<file path="src/verilog/core_pkg.sv">
package core_pkg;

	localparam int xlen       = 32;                 // Data word width
	localparam int pc_width   = 12;                 // Byte address into instruction memory
	localparam int imem_words = 1024;
	localparam int dmem_words = 1024;

	typedef logic [xlen-1:0]               xlen_t;
	typedef logic [pc_width-1:0]           pc_t;
	typedef logic [$clog2(dmem_words)-1:0] dmem_addr_t;   // Word index, not byte
	typedef logic [4:0]                    reg_addr_t;

	// Major opcodes that survive decode
	localparam logic [6:0] op_reg    = 7'b0110011;
	localparam logic [6:0] op_imm    = 7'b0010011;
	localparam logic [6:0] op_lui    = 7'b0110111;
	localparam logic [6:0] op_load   = 7'b0000011;
	localparam logic [6:0] op_store  = 7'b0100011;
	localparam logic [6:0] op_branch = 7'b1100011;
	localparam logic [6:0] op_jal    = 7'b1101111;

	localparam xlen_t nop_inst = 32'h0000_0013;     // ADDI x0,x0,0

	typedef enum logic [2:0] {
		alu_add, alu_sub, alu_and, alu_or, alu_xor, alu_slt, alu_pass_b
	} alu_op_t;

	typedef enum logic [1:0] {wb_alu, wb_load, wb_pc4} wb_sel_t;

	typedef enum logic [1:0] {fwd_none, fwd_exe, fwd_mem, fwd_wb} fwd_sel_t;

	typedef struct packed {
		pc_t   pc;
		pc_t   pc4;
		xlen_t inst;
		logic  valid;
	} if_id_t;

	typedef struct packed {
		pc_t       pc4;
		xlen_t     op_a;
		xlen_t     op_b;          // Immediate already muxed in
		xlen_t     store_data;
		reg_addr_t rd;
		logic      wr_en;
		logic      is_load;
		logic      is_store;
		logic      is_branch;
		logic      branch_ne;     // BNE when set, BEQ otherwise
		alu_op_t   alu_op;
		wb_sel_t   wb_sel;
		pc_t       branch_target;
		logic      valid;
	} id_exe_t;

	typedef struct packed {
		xlen_t     alu_result;
		xlen_t     store_data;
		pc_t       pc4;
		reg_addr_t rd;
		logic      wr_en;
		logic      is_load;
		logic      is_store;
		wb_sel_t   wb_sel;
	} exe_mem_t;

	typedef struct packed {
		xlen_t     alu_result;
		xlen_t     load_data;
		pc_t       pc4;
		reg_addr_t rd;
		logic      wr_en;
		wb_sel_t   wb_sel;
	} mem_wb_t;

	typedef struct packed {
		logic      en;
		reg_addr_t rd;
		xlen_t     data;
	} rf_write_t;

	// Result select shared by the EXE forward, the MEM forward and writeback
	function automatic xlen_t wb_mux(wb_sel_t sel, xlen_t alu, xlen_t load, pc_t pc4);
		case (sel)
			wb_load: return load;
			wb_pc4:  return xlen_t'(pc4);     // Link value, zero extended
			default: return alu;
		endcase
	endfunction

endpackage

</file>
<file path="src/verilog/execute_stage.sv">
module execute_stage import core_pkg::*; (
	input  logic     clk,
	input  logic     rst_n,
	input  id_exe_t  id_exe,
	output xlen_t    exe_fwd_data,
	output logic     redirect_taken,
	output pc_t      redirect_pc,
	output exe_mem_t exe_mem
);

	xlen_t alu_y;
	logic  equal;

	always_comb begin
		case (id_exe.alu_op)
			alu_add:    alu_y = id_exe.op_a + id_exe.op_b;
			alu_sub:    alu_y = id_exe.op_a - id_exe.op_b;
			alu_and:    alu_y = id_exe.op_a & id_exe.op_b;
			alu_or:     alu_y = id_exe.op_a | id_exe.op_b;
			alu_xor:    alu_y = id_exe.op_a ^ id_exe.op_b;
			alu_slt:    alu_y = xlen_t'($signed(id_exe.op_a) < $signed(id_exe.op_b));
			alu_pass_b: alu_y = id_exe.op_b;    // LUI
			default:    alu_y = '0;
		endcase
	end

	// A load here stalls decode instead, so no load word is needed
	assign exe_fwd_data = wb_mux(id_exe.wb_sel, alu_y, '0, id_exe.pc4);

	// Branch operands are rs1 and rs2, op_b holds no immediate for branches
	assign equal          = id_exe.op_a == id_exe.op_b;
	assign redirect_taken = id_exe.valid && id_exe.is_branch && (equal ^ id_exe.branch_ne);
	assign redirect_pc    = id_exe.branch_target;

	always_ff @(posedge clk) begin
		if (!rst_n) begin
			exe_mem.wr_en    <= 1'b0;
			exe_mem.is_load  <= 1'b0;
			exe_mem.is_store <= 1'b0;
		end else begin
			exe_mem <= '{
				alu_result: alu_y,        // Also the byte address for LW/SW
				store_data: id_exe.store_data,
				pc4:        id_exe.pc4,
				rd:         id_exe.rd,
				wr_en:      id_exe.wr_en,
				is_load:    id_exe.is_load,
				is_store:   id_exe.is_store,
				wb_sel:     id_exe.wb_sel
			};
		end
	end

endmodule

</file>
<file path="config.mk">
export PLATFORM = sky130hd
export DESIGN_NAME = execute_stage
export DESIGN_NICKNAME = d
export VERILOG_FILES = /design/src/verilog/core_pkg.sv /design/src/verilog/execute_stage.sv
export SDC_FILE = /design/constraint.sdc
export NUM_CORES = 1
export LEC_CHECK = 0
export BUFFER_PORTS_ARGS = -buffer_cell sky130_fd_sc_hd__buf_2
export CAP_MARGIN = 25
export CORE_MARGIN = 2
export CORE_UTILIZATION = 30
export CTS_CLUSTER_SIZE = 12
export DETAILED_ROUTE_END_ITERATION = 8
export GPL_TIMING_DRIVEN = 0
export HOLD_SLACK_MARGIN = 0.03
export PLACE_DENSITY = 0.53
export SETUP_SLACK_MARGIN = 0.3
export SYNTH_ARGS = -nofsm -noshare
export SYNTH_HDL_FRONTEND = slang
export SYNTH_SLANG_ARGS = --single-unit
</file>
<file path="constraint.sdc">
create_clock -name clk -period 5.49 [get_ports clk]
set_input_delay 1.098 -clock clk [delete_from_list [all_inputs] [get_ports clk]]
set_output_delay 1.098 -clock clk [all_outputs]
set_load 0.005 [all_outputs]
</file>
==> impl_metrics.tcl <==
set metrics [dict create \
    initial_utilization_pct 30.6 \
    synth-edff-count 83 \
    firstDrtPassIters 5 \
    grt-ovfl-total 0 \
    antenna_found_initial 1 \
    die_w_um 176 \
    gp_congestion 0.952 \
    final_area_sq_um 11800 \
    htreeDepth 3 \
    wl_um 38100 \
    drive_above_1_share_pct 32.0 \
    drtIter0Drc 797 \
    track_usage_pct 23.7 \
    syn_inst 1036 \
    wl_per_cell_um 22.1 \
    finalSetupTns_ns 0 \
    largest_register_ffs 86 \
    largest_registers "exe_mem x86" \
    dieArea_sq_um 30900 \
    placed_area_sq_um 10600 \
    drc 0 \
    power_density_nw_per_um2 209 \
    holdBufCountCts 0 \
    viasPerCell 5.53 \
    portBuffers 254 \
    vias 9529 \
    hold_viol 0 \
    fp.dieH_um 176 \
    hp-class "primary input to flip-flop" \
    clockBufferDepth 2 \
    yosysUniqueCellTypes 69 \
    synthesis.area_per_instance_sq_um 8.54 \
    top_register "exe_mem" \
    holdWs_ns 0.909 \
    syn_to_final_growth_pct 33.4 \
    grt_pass1_wl_um 55700 \
    path_max_fanout 10 \
    outcome "complete, no violations" \
    place_inst 1677 \
    timing.fmax_mhz 191 \
    clock-sinks 86 \
    cp.arrival_ns 4.15 \
    fin_util_pct 40.9 \
    ys_ff_latch 86 \
    synthArstFlopShare_pct 0 \
    dp_hpwl_um 29500 \
    power_leakage_nw 5.37 \
    yosys_warnings 0 \
    clk_pin_slew_ns 0.08 \
    grt_pass1_vias 9080 \
    crit_type "primary input to output pin" \
    syn-num-nets 1290 \
    cts_tree "done" \
    critPathLaunchType "primary input" \
    setup_violations 0 \
    min_period_ns 5.25 \
    maxCapViolCount 0 \
    fin_cells 1723 \
    fin_nets 1587 \
    drv_slew 0 \
    worstMarginPinSlew_ns 1.08 \
    cts_buffers 9 \
    slew-limit-headroom_pct 27.8 \
    yosysSeqAreaShare_pct 28.9 \
    crit_required_ns 4.39 \
    cts_root_buf "clkbuf_16" \
    synth_area_sq_um 8840 \
    rsz0062_at_grt "true" \
    grt_max_degree 69 \
    post-route-period-util_pct 95.6 \
    antenna_left 0 \
    worst_ir_drop_vdd_mv 0.156 \
    worstSetupEndpointType "output pin" \
    synth-main-ff-cell "edfxtp_1" \
    core_area_sq_um 28900 \
    ioPinCount 269 \
    num_rows 62 \
]
critical path, stage by stage:
cell and delay (ns):
buf_2 0.13, inv_1 0.07, ha_1 0.38, clkbuf_2 0.23, nand2_1 0.22, o21ai_0 0.19, a31oi_2 0.38, nor2_1 0.12
a2111oi_2 0.42, o21ai_1 0.18, mux2i_1 0.18, o211ai_1 0.20, and2_1 0.22, buf_2 0.13
cell usage in the layout (no fill, tap or decap), types with 8 or more instances in the layout:
master / instances
buf_1: 9
ha_1: 108
a22o_1: 12
nand3_1: 23
clkbuf_1: 26
and2_1: 19
buf_2: 251
xnor2_1: 9
clkbuf_2: 15
nand4_1: 11
inv_4: 8
nor3_1: 17
edfxtp_1: 83
o21ai_0: 39
mux2i_1: 37
inv_1: 88
buf_4: 44
a211oi_1: 9
o211ai_1: 18
a21o_1: 12
nand2b_1: 9
nor2b_1: 12
nor2_1: 77
nand2_1: 70
clkbuf_16: 9
a21oi_1: 65
o21bai_1: 14
o22ai_1: 22
nor4_1: 11
o31a_1: 8
metrics by stage:
step / worst slack [ns] / power, mW
finish: 0.241 / 2.47
global route: 0.159 / 2.59
CTS: 0.278 / 2.43
global placement: -0.731 / 1.70
floorplan: 0.565 / 1.32
detailed placement: -0.543 / 1.71
kinds of logic (layout without fill, tap and decap cells):
logic type | count (synthesis) | count (layout) | share of synthesized area (%)
AO/OA/AOI/OAI | 316 | 316 | 24.6
multiplexers | 40 | 40 | 4.70
XOR/XNOR | 15 | 15 | 1.49
flip-flops | 86 | 86 | 28.9
AND/OR/NAND/NOR | 292 | 292 | 15.9
adder cells (fa/ha/maj) | 116 | 116 | 16.6
other | 0 | 1 | 0
buffers and inverters | 171 | 473 | 7.81
layer usage:
| metal | global-route usage, % | routed length (um) |
|---|---|---|
| met4 | 8.54 | 1250 |
| met5 | 0 | 0 |
| met2 | 38.6 | 17000 |
| met1 | 31.2 | 16400 |
| met3 | 4.55 | 3490 |
worst paths after layout:
kind	start	to	slack (ns)	cells after the start
hold / removal	id_exe[30]	exe_mem[24]	0.91	1
setup / recovery	id_exe[80]	exe_fwd_data[31]	0.24	14
area by class of cell:
cell class                      instances  area (sq um)
Fill cell                            3007         17100
Multi-Input combinational cell        779          6110
Sequential cell                        86          2550
Timing Repair Buffer                  286          1600
Tap cell                              384           480
Inverter                              100           399
Buffer                                 71           355
Clock buffer                            9           225
Clock inverter                          7          71.3
Antenna cell                            1          2.50
repair_timing:
item / CTS / global route
setup endpoints to repair: 23 / 22
setup buffers: 21 / 8
pin swaps: 22 / 26
gates cloned: 0 / 0
resized for setup: 110 / 59
power by group:
part / switching [mW] / internal (mW) / leakage [nW] / total, mW
sequential: 0.0136 / 0.794 / 0.836 / 0.808
clock: 0.286 / 0.354 / 0.140 / 0.641
combinational: 0.618 / 0.402 / 4.40 / 1.02
cells in the mapped netlist (9+ instances only):
cell | count | area, sq um
o22ai_1 | 22 | 138
ha_1 | 114 | 1430
clkbuf_1 | 43 | 161
a211oi_1 | 11 | 82.6
nor3_1 | 20 | 100
a22o_1 | 12 | 105
nand3_1 | 26 | 130
o221ai_1 | 9 | 78.8
nor4_1 | 15 | 93.8
inv_1 | 98 | 368
nand4_1 | 11 | 68.8
o21bai_1 | 14 | 105
o21ai_0 | 47 | 235
xnor2_1 | 9 | 78.8
mux2i_1 | 37 | 370
edfxtp_1 | 83 | 2490
a21oi_1 | 73 | 365
buf_1 | 13 | 48.8
o211ai_1 | 18 | 135
buf_4 | 12 | 90.1
and2_1 | 19 | 119
nand2b_1 | 9 | 56.3
nand2_1 | 70 | 263
a21o_1 | 12 | 90.1
nor2_1 | 80 | 300
nor2b_1 | 13 | 81.3
Note: power is estimated with default switching activity, not from simulation.
