[config.mk]
export PLATFORM = sky130hd
export DESIGN_NAME = hazard_unit_flat
export DESIGN_NICKNAME = d
export VERILOG_FILES = /design/src/verilog/core_pkg.sv /design/src/verilog/hazard_if.sv /design/src/verilog/hazard_unit.sv /design/src/flat_wrapper.sv
export SDC_FILE = /design/constraint.sdc
export NUM_CORES = 1
export LEC_CHECK = 0
export ABC_AREA = 1
export BUFFER_PORTS_ARGS = -buffer_cell sky130_fd_sc_hd__buf_2
export CORE_AREA = 2 2 109 111
export DETAILED_ROUTE_END_ITERATION = 10
export DIE_AREA = 0 0 111 113
export PLACE_DENSITY = 0.35
export SLEW_MARGIN = 25
export SYNTH_ARGS = -nofsm -noshare
export SYNTH_HDL_FRONTEND = slang
export SYNTH_SLANG_ARGS = --single-unit
[constraint.sdc]
create_clock -name vclk -period 1.56
set_input_delay 0.156 -clock vclk [all_inputs]
set_output_delay 0.156 -clock vclk [all_outputs]
set_load 0.01 [all_outputs]
[src/verilog/core_pkg.sv]
package core_pkg;

	localparam int xlen       = 32;                 // Data word width
	localparam int pc_width   = 12;                 // Byte address into instruction memory
	localparam int imem_words = 1024;
	localparam int dmem_words = 1024;

	typedef logic [xlen-1:0]               xlen_t;
	typedef logic [pc_width-1:0]           pc_t;
	typedef logic [$clog2(dmem_words)-1:0] dmem_addr_t;   // Word index, not byte
	typedef logic [4:0]                    reg_addr_t;

	// Major opcodes that survive decode
	localparam logic [6:0] op_reg    = 7'b0110011;
	localparam logic [6:0] op_imm    = 7'b0010011;
	localparam logic [6:0] op_lui    = 7'b0110111;
	localparam logic [6:0] op_load   = 7'b0000011;
	localparam logic [6:0] op_store  = 7'b0100011;
	localparam logic [6:0] op_branch = 7'b1100011;
	localparam logic [6:0] op_jal    = 7'b1101111;

	localparam xlen_t nop_inst = 32'h0000_0013;     // ADDI x0,x0,0

	typedef enum logic [2:0] {
		alu_add, alu_sub, alu_and, alu_or, alu_xor, alu_slt, alu_pass_b
	} alu_op_t;

	typedef enum logic [1:0] {wb_alu, wb_load, wb_pc4} wb_sel_t;

	typedef enum logic [1:0] {fwd_none, fwd_exe, fwd_mem, fwd_wb} fwd_sel_t;

	typedef struct packed {
		pc_t   pc;
		pc_t   pc4;
		xlen_t inst;
		logic  valid;
	} if_id_t;

	typedef struct packed {
		pc_t       pc4;
		xlen_t     op_a;
		xlen_t     op_b;          // Immediate already muxed in
		xlen_t     store_data;
		reg_addr_t rd;
		logic      wr_en;
		logic      is_load;
		logic      is_store;
		logic      is_branch;
		logic      branch_ne;     // BNE when set, BEQ otherwise
		alu_op_t   alu_op;
		wb_sel_t   wb_sel;
		pc_t       branch_target;
		logic      valid;
	} id_exe_t;

	typedef struct packed {
		xlen_t     alu_result;
		xlen_t     store_data;
		pc_t       pc4;
		reg_addr_t rd;
		logic      wr_en;
		logic      is_load;
		logic      is_store;
		wb_sel_t   wb_sel;
	} exe_mem_t;

	typedef struct packed {
		xlen_t     alu_result;
		xlen_t     load_data;
		pc_t       pc4;
		reg_addr_t rd;
		logic      wr_en;
		wb_sel_t   wb_sel;
	} mem_wb_t;

	typedef struct packed {
		logic      en;
		reg_addr_t rd;
		xlen_t     data;
	} rf_write_t;

	// Result select shared by the EXE forward, the MEM forward and writeback
	function automatic xlen_t wb_mux(wb_sel_t sel, xlen_t alu, xlen_t load, pc_t pc4);
		case (sel)
			wb_load: return load;
			wb_pc4:  return xlen_t'(pc4);     // Link value, zero extended
			default: return alu;
		endcase
	endfunction

endpackage

[src/verilog/hazard_if.sv]
interface hazard_if import core_pkg::*; ();

	logic     stall_fetch;     // Hold PC
	logic     stall_decode;    // Hold IF/ID, bubble into ID/EXE
	logic     flush_decode;    // IF/ID becomes a no-op
	logic     flush_exe;       // ID/EXE becomes a bubble
	fwd_sel_t fwd_a;           // Source of rs1 in decode
	fwd_sel_t fwd_b;           // Source of rs2 in decode

	modport hazard (
		output stall_fetch, stall_decode, flush_decode, flush_exe, fwd_a, fwd_b
	);

	// IF/ID register enable lives in fetch
	modport fetch (
		input stall_fetch, stall_decode, flush_decode
	);

	modport decode (
		input fwd_a, fwd_b, flush_exe
	);

endinterface

[src/verilog/hazard_unit.sv]
module hazard_unit import core_pkg::*; (
	input  logic      clk,
	input  logic      rst_n,
	input  reg_addr_t id_rs1,
	input  reg_addr_t id_rs2,
	input  id_exe_t   id_exe,
	input  exe_mem_t  exe_mem,
	input  rf_write_t wb,
	input  logic      redirect_taken,
	input  logic      jal_taken,
	hazard_if.hazard  hz
);

	logic load_use;

	// Youngest producer wins; x0 is a constant and never forwarded
	function automatic fwd_sel_t fwd_src(reg_addr_t rs);
		if (rs == '0)
			return fwd_none;
		else if (id_exe.wr_en && id_exe.rd == rs)
			return fwd_exe;
		else if (exe_mem.wr_en && exe_mem.rd == rs)
			return fwd_mem;
		else if (wb.en && wb.rd == rs)
			return fwd_wb;
		else
			return fwd_none;
	endfunction

	// Load data only exists in MEM, so a consumer right behind it waits once
	assign load_use = id_exe.is_load &&
		((id_rs1 != '0 && id_rs1 == id_exe.rd) ||
		 (id_rs2 != '0 && id_rs2 == id_exe.rd));

	assign hz.stall_fetch  = load_use;
	assign hz.stall_decode = load_use;
	assign hz.flush_decode = redirect_taken | jal_taken;   // Both kill the IF/ID entry
	assign hz.flush_exe    = redirect_taken;               // Branch also kills the ID entry

	assign hz.fwd_a        = fwd_src(id_rs1);
	assign hz.fwd_b        = fwd_src(id_rs2);

	// A load and a branch never share EXE, so stall and redirect stay apart
	a_stall_no_redirect: assert property (@(posedge clk) disable iff (!rst_n)
		hz.stall_fetch |-> !hz.flush_exe);

endmodule

[src/flat_wrapper.sv]
// flat-port wrapper written by rule: the top's interface ports become plain ports
module hazard_unit_flat import core_pkg::*;
  (clk, rst_n, id_rs1, id_rs2, id_exe, exe_mem, wb, redirect_taken, jal_taken, hz_stall_fetch, hz_stall_decode, hz_flush_decode, hz_flush_exe, hz_fwd_a, hz_fwd_b);
  hazard_if hz_i ();
  input  logic clk;
  input  logic rst_n;
  input  reg_addr_t id_rs1;
  input  reg_addr_t id_rs2;
  input  id_exe_t id_exe;
  input  exe_mem_t exe_mem;
  input  rf_write_t wb;
  input  logic redirect_taken;
  input  logic jal_taken;
  output wire logic [$bits(hz_i.stall_fetch)-1:0] hz_stall_fetch;
  output wire logic [$bits(hz_i.stall_decode)-1:0] hz_stall_decode;
  output wire logic [$bits(hz_i.flush_decode)-1:0] hz_flush_decode;
  output wire logic [$bits(hz_i.flush_exe)-1:0] hz_flush_exe;
  output wire logic [$bits(hz_i.fwd_a)-1:0] hz_fwd_a;
  output wire logic [$bits(hz_i.fwd_b)-1:0] hz_fwd_b;
  assign hz_stall_fetch = hz_i.stall_fetch;
  assign hz_stall_decode = hz_i.stall_decode;
  assign hz_flush_decode = hz_i.flush_decode;
  assign hz_flush_exe = hz_i.flush_exe;
  assign hz_fwd_a = hz_i.fwd_a;
  assign hz_fwd_b = hz_i.fwd_b;
  hazard_unit u_core (.clk(clk), .rst_n(rst_n), .id_rs1(id_rs1), .id_rs2(id_rs2), .id_exe(id_exe), .exe_mem(exe_mem), .wb(wb), .redirect_taken(redirect_taken), .jal_taken(jal_taken), .hz(hz_i));
endmodule
==> metrics.log, run 1 <==
INFO  metric hold_path_startpoint = redirect_taken
INFO  metric min_delay_path_depth = 2
INFO  metric total_global_route_track_usage = 0.0501
INFO  metric placement.io_buffers = 39
INFO  metric number_of_global_route_vias_before_repair = between 1000 and 1500
INFO  metric critical_path.cell_chain = buf_2, inv_2, nand2_1, nand2_1, nor2_1, nand4_1, a21oi_1, buf_2
INFO  metric grt_antenna_before_repair = 0
INFO  metric crit_fanout = 5
INFO  metric run_status = completed
INFO  metric grt_max_degree = 8
INFO  metric dp_hpwl = 2.84 mm
INFO  metric final_antenna_net_count = 0
INFO  metric maxCapViolCount = 0
INFO  metric finalSetupTns = 0 ns
INFO  metric core_area = 0.0113 sq mm
INFO  metric mostFrequentLayoutCell = nand2_1
INFO  metric drive_above_1_share = 0.277
INFO  metric comb_power_share = 1.000
INFO  metric yosysSeqAreaShare = 0
INFO  metric area_growth = 54.8%
INFO  metric worst_path_largest_cell_delay = approximately 0.22 ns
INFO  metric p_switching = about 140 uW
INFO  metric maxClockFrequency = 0.751 GHz
INFO  metric cts_resized = 0
INFO  metric mapped_cell_area = between 600 and 700 sq um
INFO  metric syn_area_per_cell = about 4.1 sq um
INFO  metric crit_type = in2out
INFO  metric gr-total-overflow = 0
INFO  metric slew-limit-headroom = 0.835
INFO  metric timing_worst_slew_pin_value = around 0.25 ns
INFO  metric place.detailed.instances = between 300 and 400
INFO  metric firstDrtPassIters = 4
INFO  metric start_util = 0.0582
INFO  metric critical_path_arrival = 1.18 ns
INFO  metric ffs_latches = 0
INFO  metric final.clkbuf_count = 0
INFO  metric grt_first_pass_wirelength = slightly above 5 mm
INFO  metric syn_nets = approximately 430
INFO  metric gp_congestion = between 0.8 and 0.9
INFO  metric ports = 282
INFO  metric timing.critical_path.required = about 1.4 ns
INFO  metric cp_slowest_cell = nor2_1
INFO  metric switching_share = 0.619
INFO  metric cell_internal_pwr = roughly 84 uW
INFO  metric critPathTopFamily = simple AND/OR/NAND/NOR gates
INFO  metric register_share_of_total_power = 0
INFO  metric violation_count_after_the_first_detailed_routing_iteration = 53
INFO  metric netlist_instances = ~160
INFO  metric layout_common_cells = 83 x nand2_1, 39 x buf_2, 22 x nor2_1
INFO  metric insertedDiodeCount = 0
INFO  metric nets = 471
INFO  metric clkPwrFrac = 0
INFO  metric hold_path_end = hz_flush_exe
INFO  metric vias_per_cell = about 2.9
INFO  metric wirelength = a little over 3 mm
INFO  metric irDropWorstVdd = 65.4 uV
INFO  metric cts_setup_buffers = 0
INFO  metric die_h = about 110 microns
INFO  metric total_leakage_power = ~0.0006 uW
INFO  metric die_area = ~0.013 sq mm
INFO  metric synth.yosys.warnings = 0
INFO  metric wl_per_cell = approximately 9.1 microns
INFO  metric finalSetupViolCount = 0
INFO  metric dieWidth = between 100 and 150 microns
INFO  metric synth_cell_type_count = 13
INFO  metric dr_total_vias = between 900 and 1000
INFO  metric worst_min_delay_path_category = in2out
INFO  metric power-per-cell-area = 218 mW/mm^2
INFO  metric number_of_buffers_inserted_by_hold_repair_at_cts = 0
INFO  metric timing_hold_violations_final = 0
INFO  metric post_layout_nonfiller_instances = 338
INFO  metric finalMaxSlewViolations = 0
INFO  metric drc = 0
INFO  metric end_kind = output port
INFO  metric final_clock_period_utilization_by_the_worst_path = 0.854
INFO  metric std_cell_rows = 39
INFO  metric path_buf_inv = 3
INFO  metric ff_latch_area = 0 sq um
INFO  metric rsz0062_at_grt = no
INFO  metric final_period_minus_worst_setup_slack = roughly 1.3 ns
INFO  metric critical_path.startpoint_type = primary input
-- how the worst max path moves through the flow --
stage	startpoint	end	slack, ns	cells past startpoint
2_1_floorplan	id_rs1[0]	hz_stall_fetch	0.47	7
4_1_cts	id_rs2[3]	hz_stall_decode	0.22	8
3_3_place_gp	id_rs2[3]	hz_stall_fetch	0.23	8
5_1_grt	id_rs1[0]	hz_fwd_a[0]	0.09	8
3_5_place_dp	id_rs1[3]	hz_fwd_a[0]	0.21	8
6_report	id_rs2[3]	hz_stall_decode	0.23	8
-- cell families after synthesis --
group           synth area share
compound gates            0.0573
xor+xnor                  0.0267
simple gates               0.727
buf+inv                    0.189
-- cell type report --
type / instances / area, sq um
inverter: 29 / 109
timing repair buffer: 39 / 195
tap: 143 / 179
fill: 1327 / 10300
multi-input combinational: 127 / 532
-- metrics by stage --
step	util	total power, uW	setup WS (ns)	hold slack (ns)	cell area, sq um
after floorplan	-	122	0.465	0.404	656
after global placement	0.0900	223	0.231	0.507	1010
after detailed placement	0.0900	223	0.214	0.507	1010
after CTS	0.0900	224	0.216	0.507	1010
after global routing	0.0900	258	0.0923	0.523	1010
final	0.0900	221	0.228	0.505	1010
-- power by group through the flow --
| stage | Combinational (uW) | Sequential, uW | Clock, uW |
|---|---|---|---|
| after floorplan | 122 | 0 | 0 |
| after global placement | 223 | 0 | 0 |
| after detailed placement | 223 | 0 | 0 |
| after CTS | 224 | 0 | 0 |
| after global routing | 258 | 0 | 0 |
| final | 221 | 0 | 0 |
-- cell usage after synthesis --
cell type | number | area (sq um)
nand2_1 | 83 | 312
o21ai_0 | 2 | 10.0
a21oi_2 | 2 | 17.5
inv_1 | 20 | 75.1
nand3_1 | 4 | 20.0
nor2_1 | 22 | 82.6
inv_2 | 9 | 33.8
xnor2_1 | 2 | 17.5
a21oi_1 | 2 | 10.0
nand4_1 | 6 | 37.5
buf_4 | 2 | 15.0
nor2_2 | 3 | 18.8
or2_2 | 1 | 6.26
-- per-layer routing --
metal | part of all wire | track usage | up-vias
met5 | 0 | 0 | -
met3 | 0.043 | 0.00321 | 0
li1 | - | - | 546
met4 | 0 | 0.000833 | 0
met1 | 0.55 | 0.0735 | 414
met2 | 0.41 | 0.0859 | 33
No activity file was read; power rests on OpenSTA's default activity.
==> run 2: changes to the inputs <==
--- a/config.mk
+++ b/config.mk
@@ -7,10 +7,10 @@
 export LEC_CHECK = 0
 export ABC_AREA = 1
 export BUFFER_PORTS_ARGS = -buffer_cell sky130_fd_sc_hd__buf_2
-export CORE_AREA = 2 2 109 111
+export CORE_AREA = 2 2 110 112
 export DETAILED_ROUTE_END_ITERATION = 10
-export DIE_AREA = 0 0 111 113
-export PLACE_DENSITY = 0.35
+export DIE_AREA = 0 0 112 114
+export PLACE_DENSITY = 0.34
 export SLEW_MARGIN = 25
 export SYNTH_ARGS = -nofsm -noshare
 export SYNTH_HDL_FRONTEND = slang
==> constraint.sdc (replaced) <==
create_clock -name vclk -period 1.5
set_input_delay 0.15 -clock vclk [all_inputs]
set_output_delay 0.15 -clock vclk [all_outputs]
set_load 0.01 [all_outputs]
==> metrics.log, run 2 (synthesis results as in run 1) <==
INFO  metric insertedDiodeCount = 0 (unchanged)
INFO  metric dp_hpwl = 2.86 mm (was 2.84 mm)
INFO  metric std_cell_rows = 40 (was 39)
INFO  metric rsz0062_at_grt = no (unchanged)
INFO  metric power-per-cell-area = 226 mW/mm^2 (was 218 mW/mm^2)
INFO  metric gp_congestion = 0.759 (was 0.805)
INFO  metric final_period_minus_worst_setup_slack = around 1.3 ns
INFO  metric hold_path_startpoint = redirect_taken (unchanged)
INFO  metric gr-total-overflow = 0 (unchanged)
INFO  metric grt_first_pass_wirelength = 4.86 mm (was 5.12 mm)
INFO  metric finalSetupTns = 0 ns (unchanged)
INFO  metric nets = 471 (unchanged)
INFO  metric irDropWorstVdd = 73.7 uV (was 65.4 uV)
INFO  metric cts_resized = 0 (unchanged)
INFO  metric start_util = 0.0560 (was 0.0582)
INFO  metric preCtsSetupSlack = 0.173 ns (was 0.214 ns)
INFO  metric total_leakage_power = 0.000618 uW (unchanged)
INFO  metric mostFrequentLayoutCell = nand2_1 (unchanged)
INFO  metric number_of_global_route_vias_before_repair = 928 (was 1016)
INFO  metric finalWorstSetupSlack = 0.211 ns (was 0.228 ns)
INFO  metric critical_path.startpoint_type = primary input (unchanged)
INFO  metric critical_path.cell_chain = buf_2, inv_2, nand2_1, nand2_1, nor2_1, nand4_1, a21oi_2, buf_2 (was buf_2, inv_2, nand2_1, nand2_1, nor2_1, nand4_1, a21oi_1, buf_2)
INFO  metric timing_hold_violations_final = 0 (unchanged)
INFO  metric drc = 0 (unchanged)
INFO  metric wirelength = 3.08 mm (was 3.06 mm)
INFO  metric core_area = 0.0117 sq mm (was 0.0113 sq mm)
INFO  metric path_buf_inv = 3 (unchanged)
INFO  metric timing.critical_path.required = 1.35 ns (was 1.40 ns)
INFO  metric final_antenna_net_count = 0 (unchanged)
INFO  metric worst_min_delay_path_category = in2out (unchanged)
INFO  metric cp_slowest_cell = nor2_1 (unchanged)
INFO  metric placement.io_buffers = 39 (unchanged)
INFO  metric grt_max_degree = 8 (unchanged)
INFO  metric final.clkbuf_count = 0 (unchanged)
INFO  metric finalMaxSlewViolations = 0 (unchanged)
INFO  metric ports = 282 (unchanged)
INFO  metric firstDrtPassIters = 4 (unchanged)
INFO  metric min_delay_path_depth = 2 (unchanged)
INFO  metric grt_antenna_before_repair = 0 (unchanged)
INFO  metric total_global_route_track_usage = 0.0475 (was 0.0501)
INFO  metric die_area = 0.0128 sq mm (was 0.0125 sq mm)
INFO  metric number_of_buffers_inserted_by_hold_repair_at_cts = 0 (unchanged)
INFO  metric timing_worst_slew_pin_value = 0.289 ns (was 0.247 ns)
INFO  metric slew-limit-headroom = 0.806 (was 0.835)
INFO  metric finalSetupViolCount = 0 (unchanged)
INFO  metric crit_fanout = 5 (unchanged)
INFO  metric crit_type = in2out (unchanged)
INFO  metric layout_common_cells = 83 x nand2_1, 39 x buf_2, 22 x nor2_1 (unchanged)
INFO  metric drive_above_1_share = 0.277 (unchanged)
INFO  metric p_total = 230 uW (was 221 uW)
INFO  metric final_clock_period_utilization_by_the_worst_path = 0.859
INFO  metric violation_count_after_the_first_detailed_routing_iteration = 28 (was 53)
INFO  metric ffs_latches = 0 (unchanged)
INFO  metric critPathTopFamily = simple AND/OR/NAND/NOR gates (unchanged)
INFO  metric run_status = completed (unchanged)
INFO  metric dieWidth = 112 microns (was 111 microns)
INFO  metric area_growth = 55.5% (was 54.8%)
INFO  metric vias_per_cell = 2.88 (was 2.94)
INFO  metric die_h = 114 microns (was 113 microns)
INFO  metric end_kind = output port (unchanged)
INFO  metric place.detailed.instances = 342 (was 338)
INFO  metric ff_latch_area = 0 sq um (unchanged)
INFO  metric dr_total_vias = 984 (was 993)
INFO  metric hold_path_end = hz_flush_exe (unchanged)
INFO  metric maxClockFrequency = about 0.78 GHz
INFO  metric maxCapViolCount = 0 (unchanged)
INFO  metric critical_path_arrival = 1.14 ns (was 1.18 ns)
INFO  metric cts_setup_buffers = 0 (unchanged)
INFO  metric final_design_area_no_fill = 0.00102 sq mm (was 0.00101 sq mm)
INFO  metric post_layout_nonfiller_instances = 342 (was 338)
INFO  metric wl_per_cell = 9.01 microns (was 9.07 microns)
INFO  metric worst_path_largest_cell_delay = 0.19 ns (was 0.22 ns)
INFO  metric detailed_place.area = 0.00102 sq mm (was 0.00101 sq mm)
==> run 2: worst max-delay path by stage <==
stage                         start  slack (ns)  cells past startpoint              end
after global placement    id_rs1[2]        0.18                      8      hz_fwd_a[0]
after detailed placement  id_rs2[3]        0.17                      8  hz_stall_decode
after global routing      id_rs2[3]        0.04                     10      hz_fwd_b[0]
after floorplan           id_rs1[0]        0.42                      7   hz_stall_fetch
final                     id_rs1[3]        0.21                      8      hz_fwd_a[0]
after CTS                 id_rs2[3]        0.17                      8  hz_stall_decode
==> run 2: area by class of cell <==
| class | instances | area, sq um |
|---|---|---|
| fill | 1442 | 10700 |
| inverter | 29 | 109 |
| multi-input combinational | 127 | 532 |
| tap | 147 | 184 |
| timing repair buffer | 39 | 195 |
==> run 2: metal layers <==
layer,up-vias,GRT usage,share of wire
met5,-,0,0
met4,0,0,0
met3,0,0.00213,0.043
met2,33,0.0820,0.42
met1,410,0.0702,0.53
li1,541,-,-
==> run 2: power by group <==
group | leakage [uW] | internal (uW) | total, uW | switching (uW)
combinational | 0.000618 | 87.6 | 230 | 142
sequential | 0 | 0 | 0 | 0
clock | 0 | 0 | 0 | 0
==> run 2: per-stage QoR <==
stage | hold slack, ns | util
final | 0.497 | 0.0871
after global placement | 0.495 | 0.0871
after CTS | 0.499 | 0.0871
after global routing | 0.500 | 0.0871
after floorplan | 0.392 | -
after detailed placement | 0.498 | 0.0871
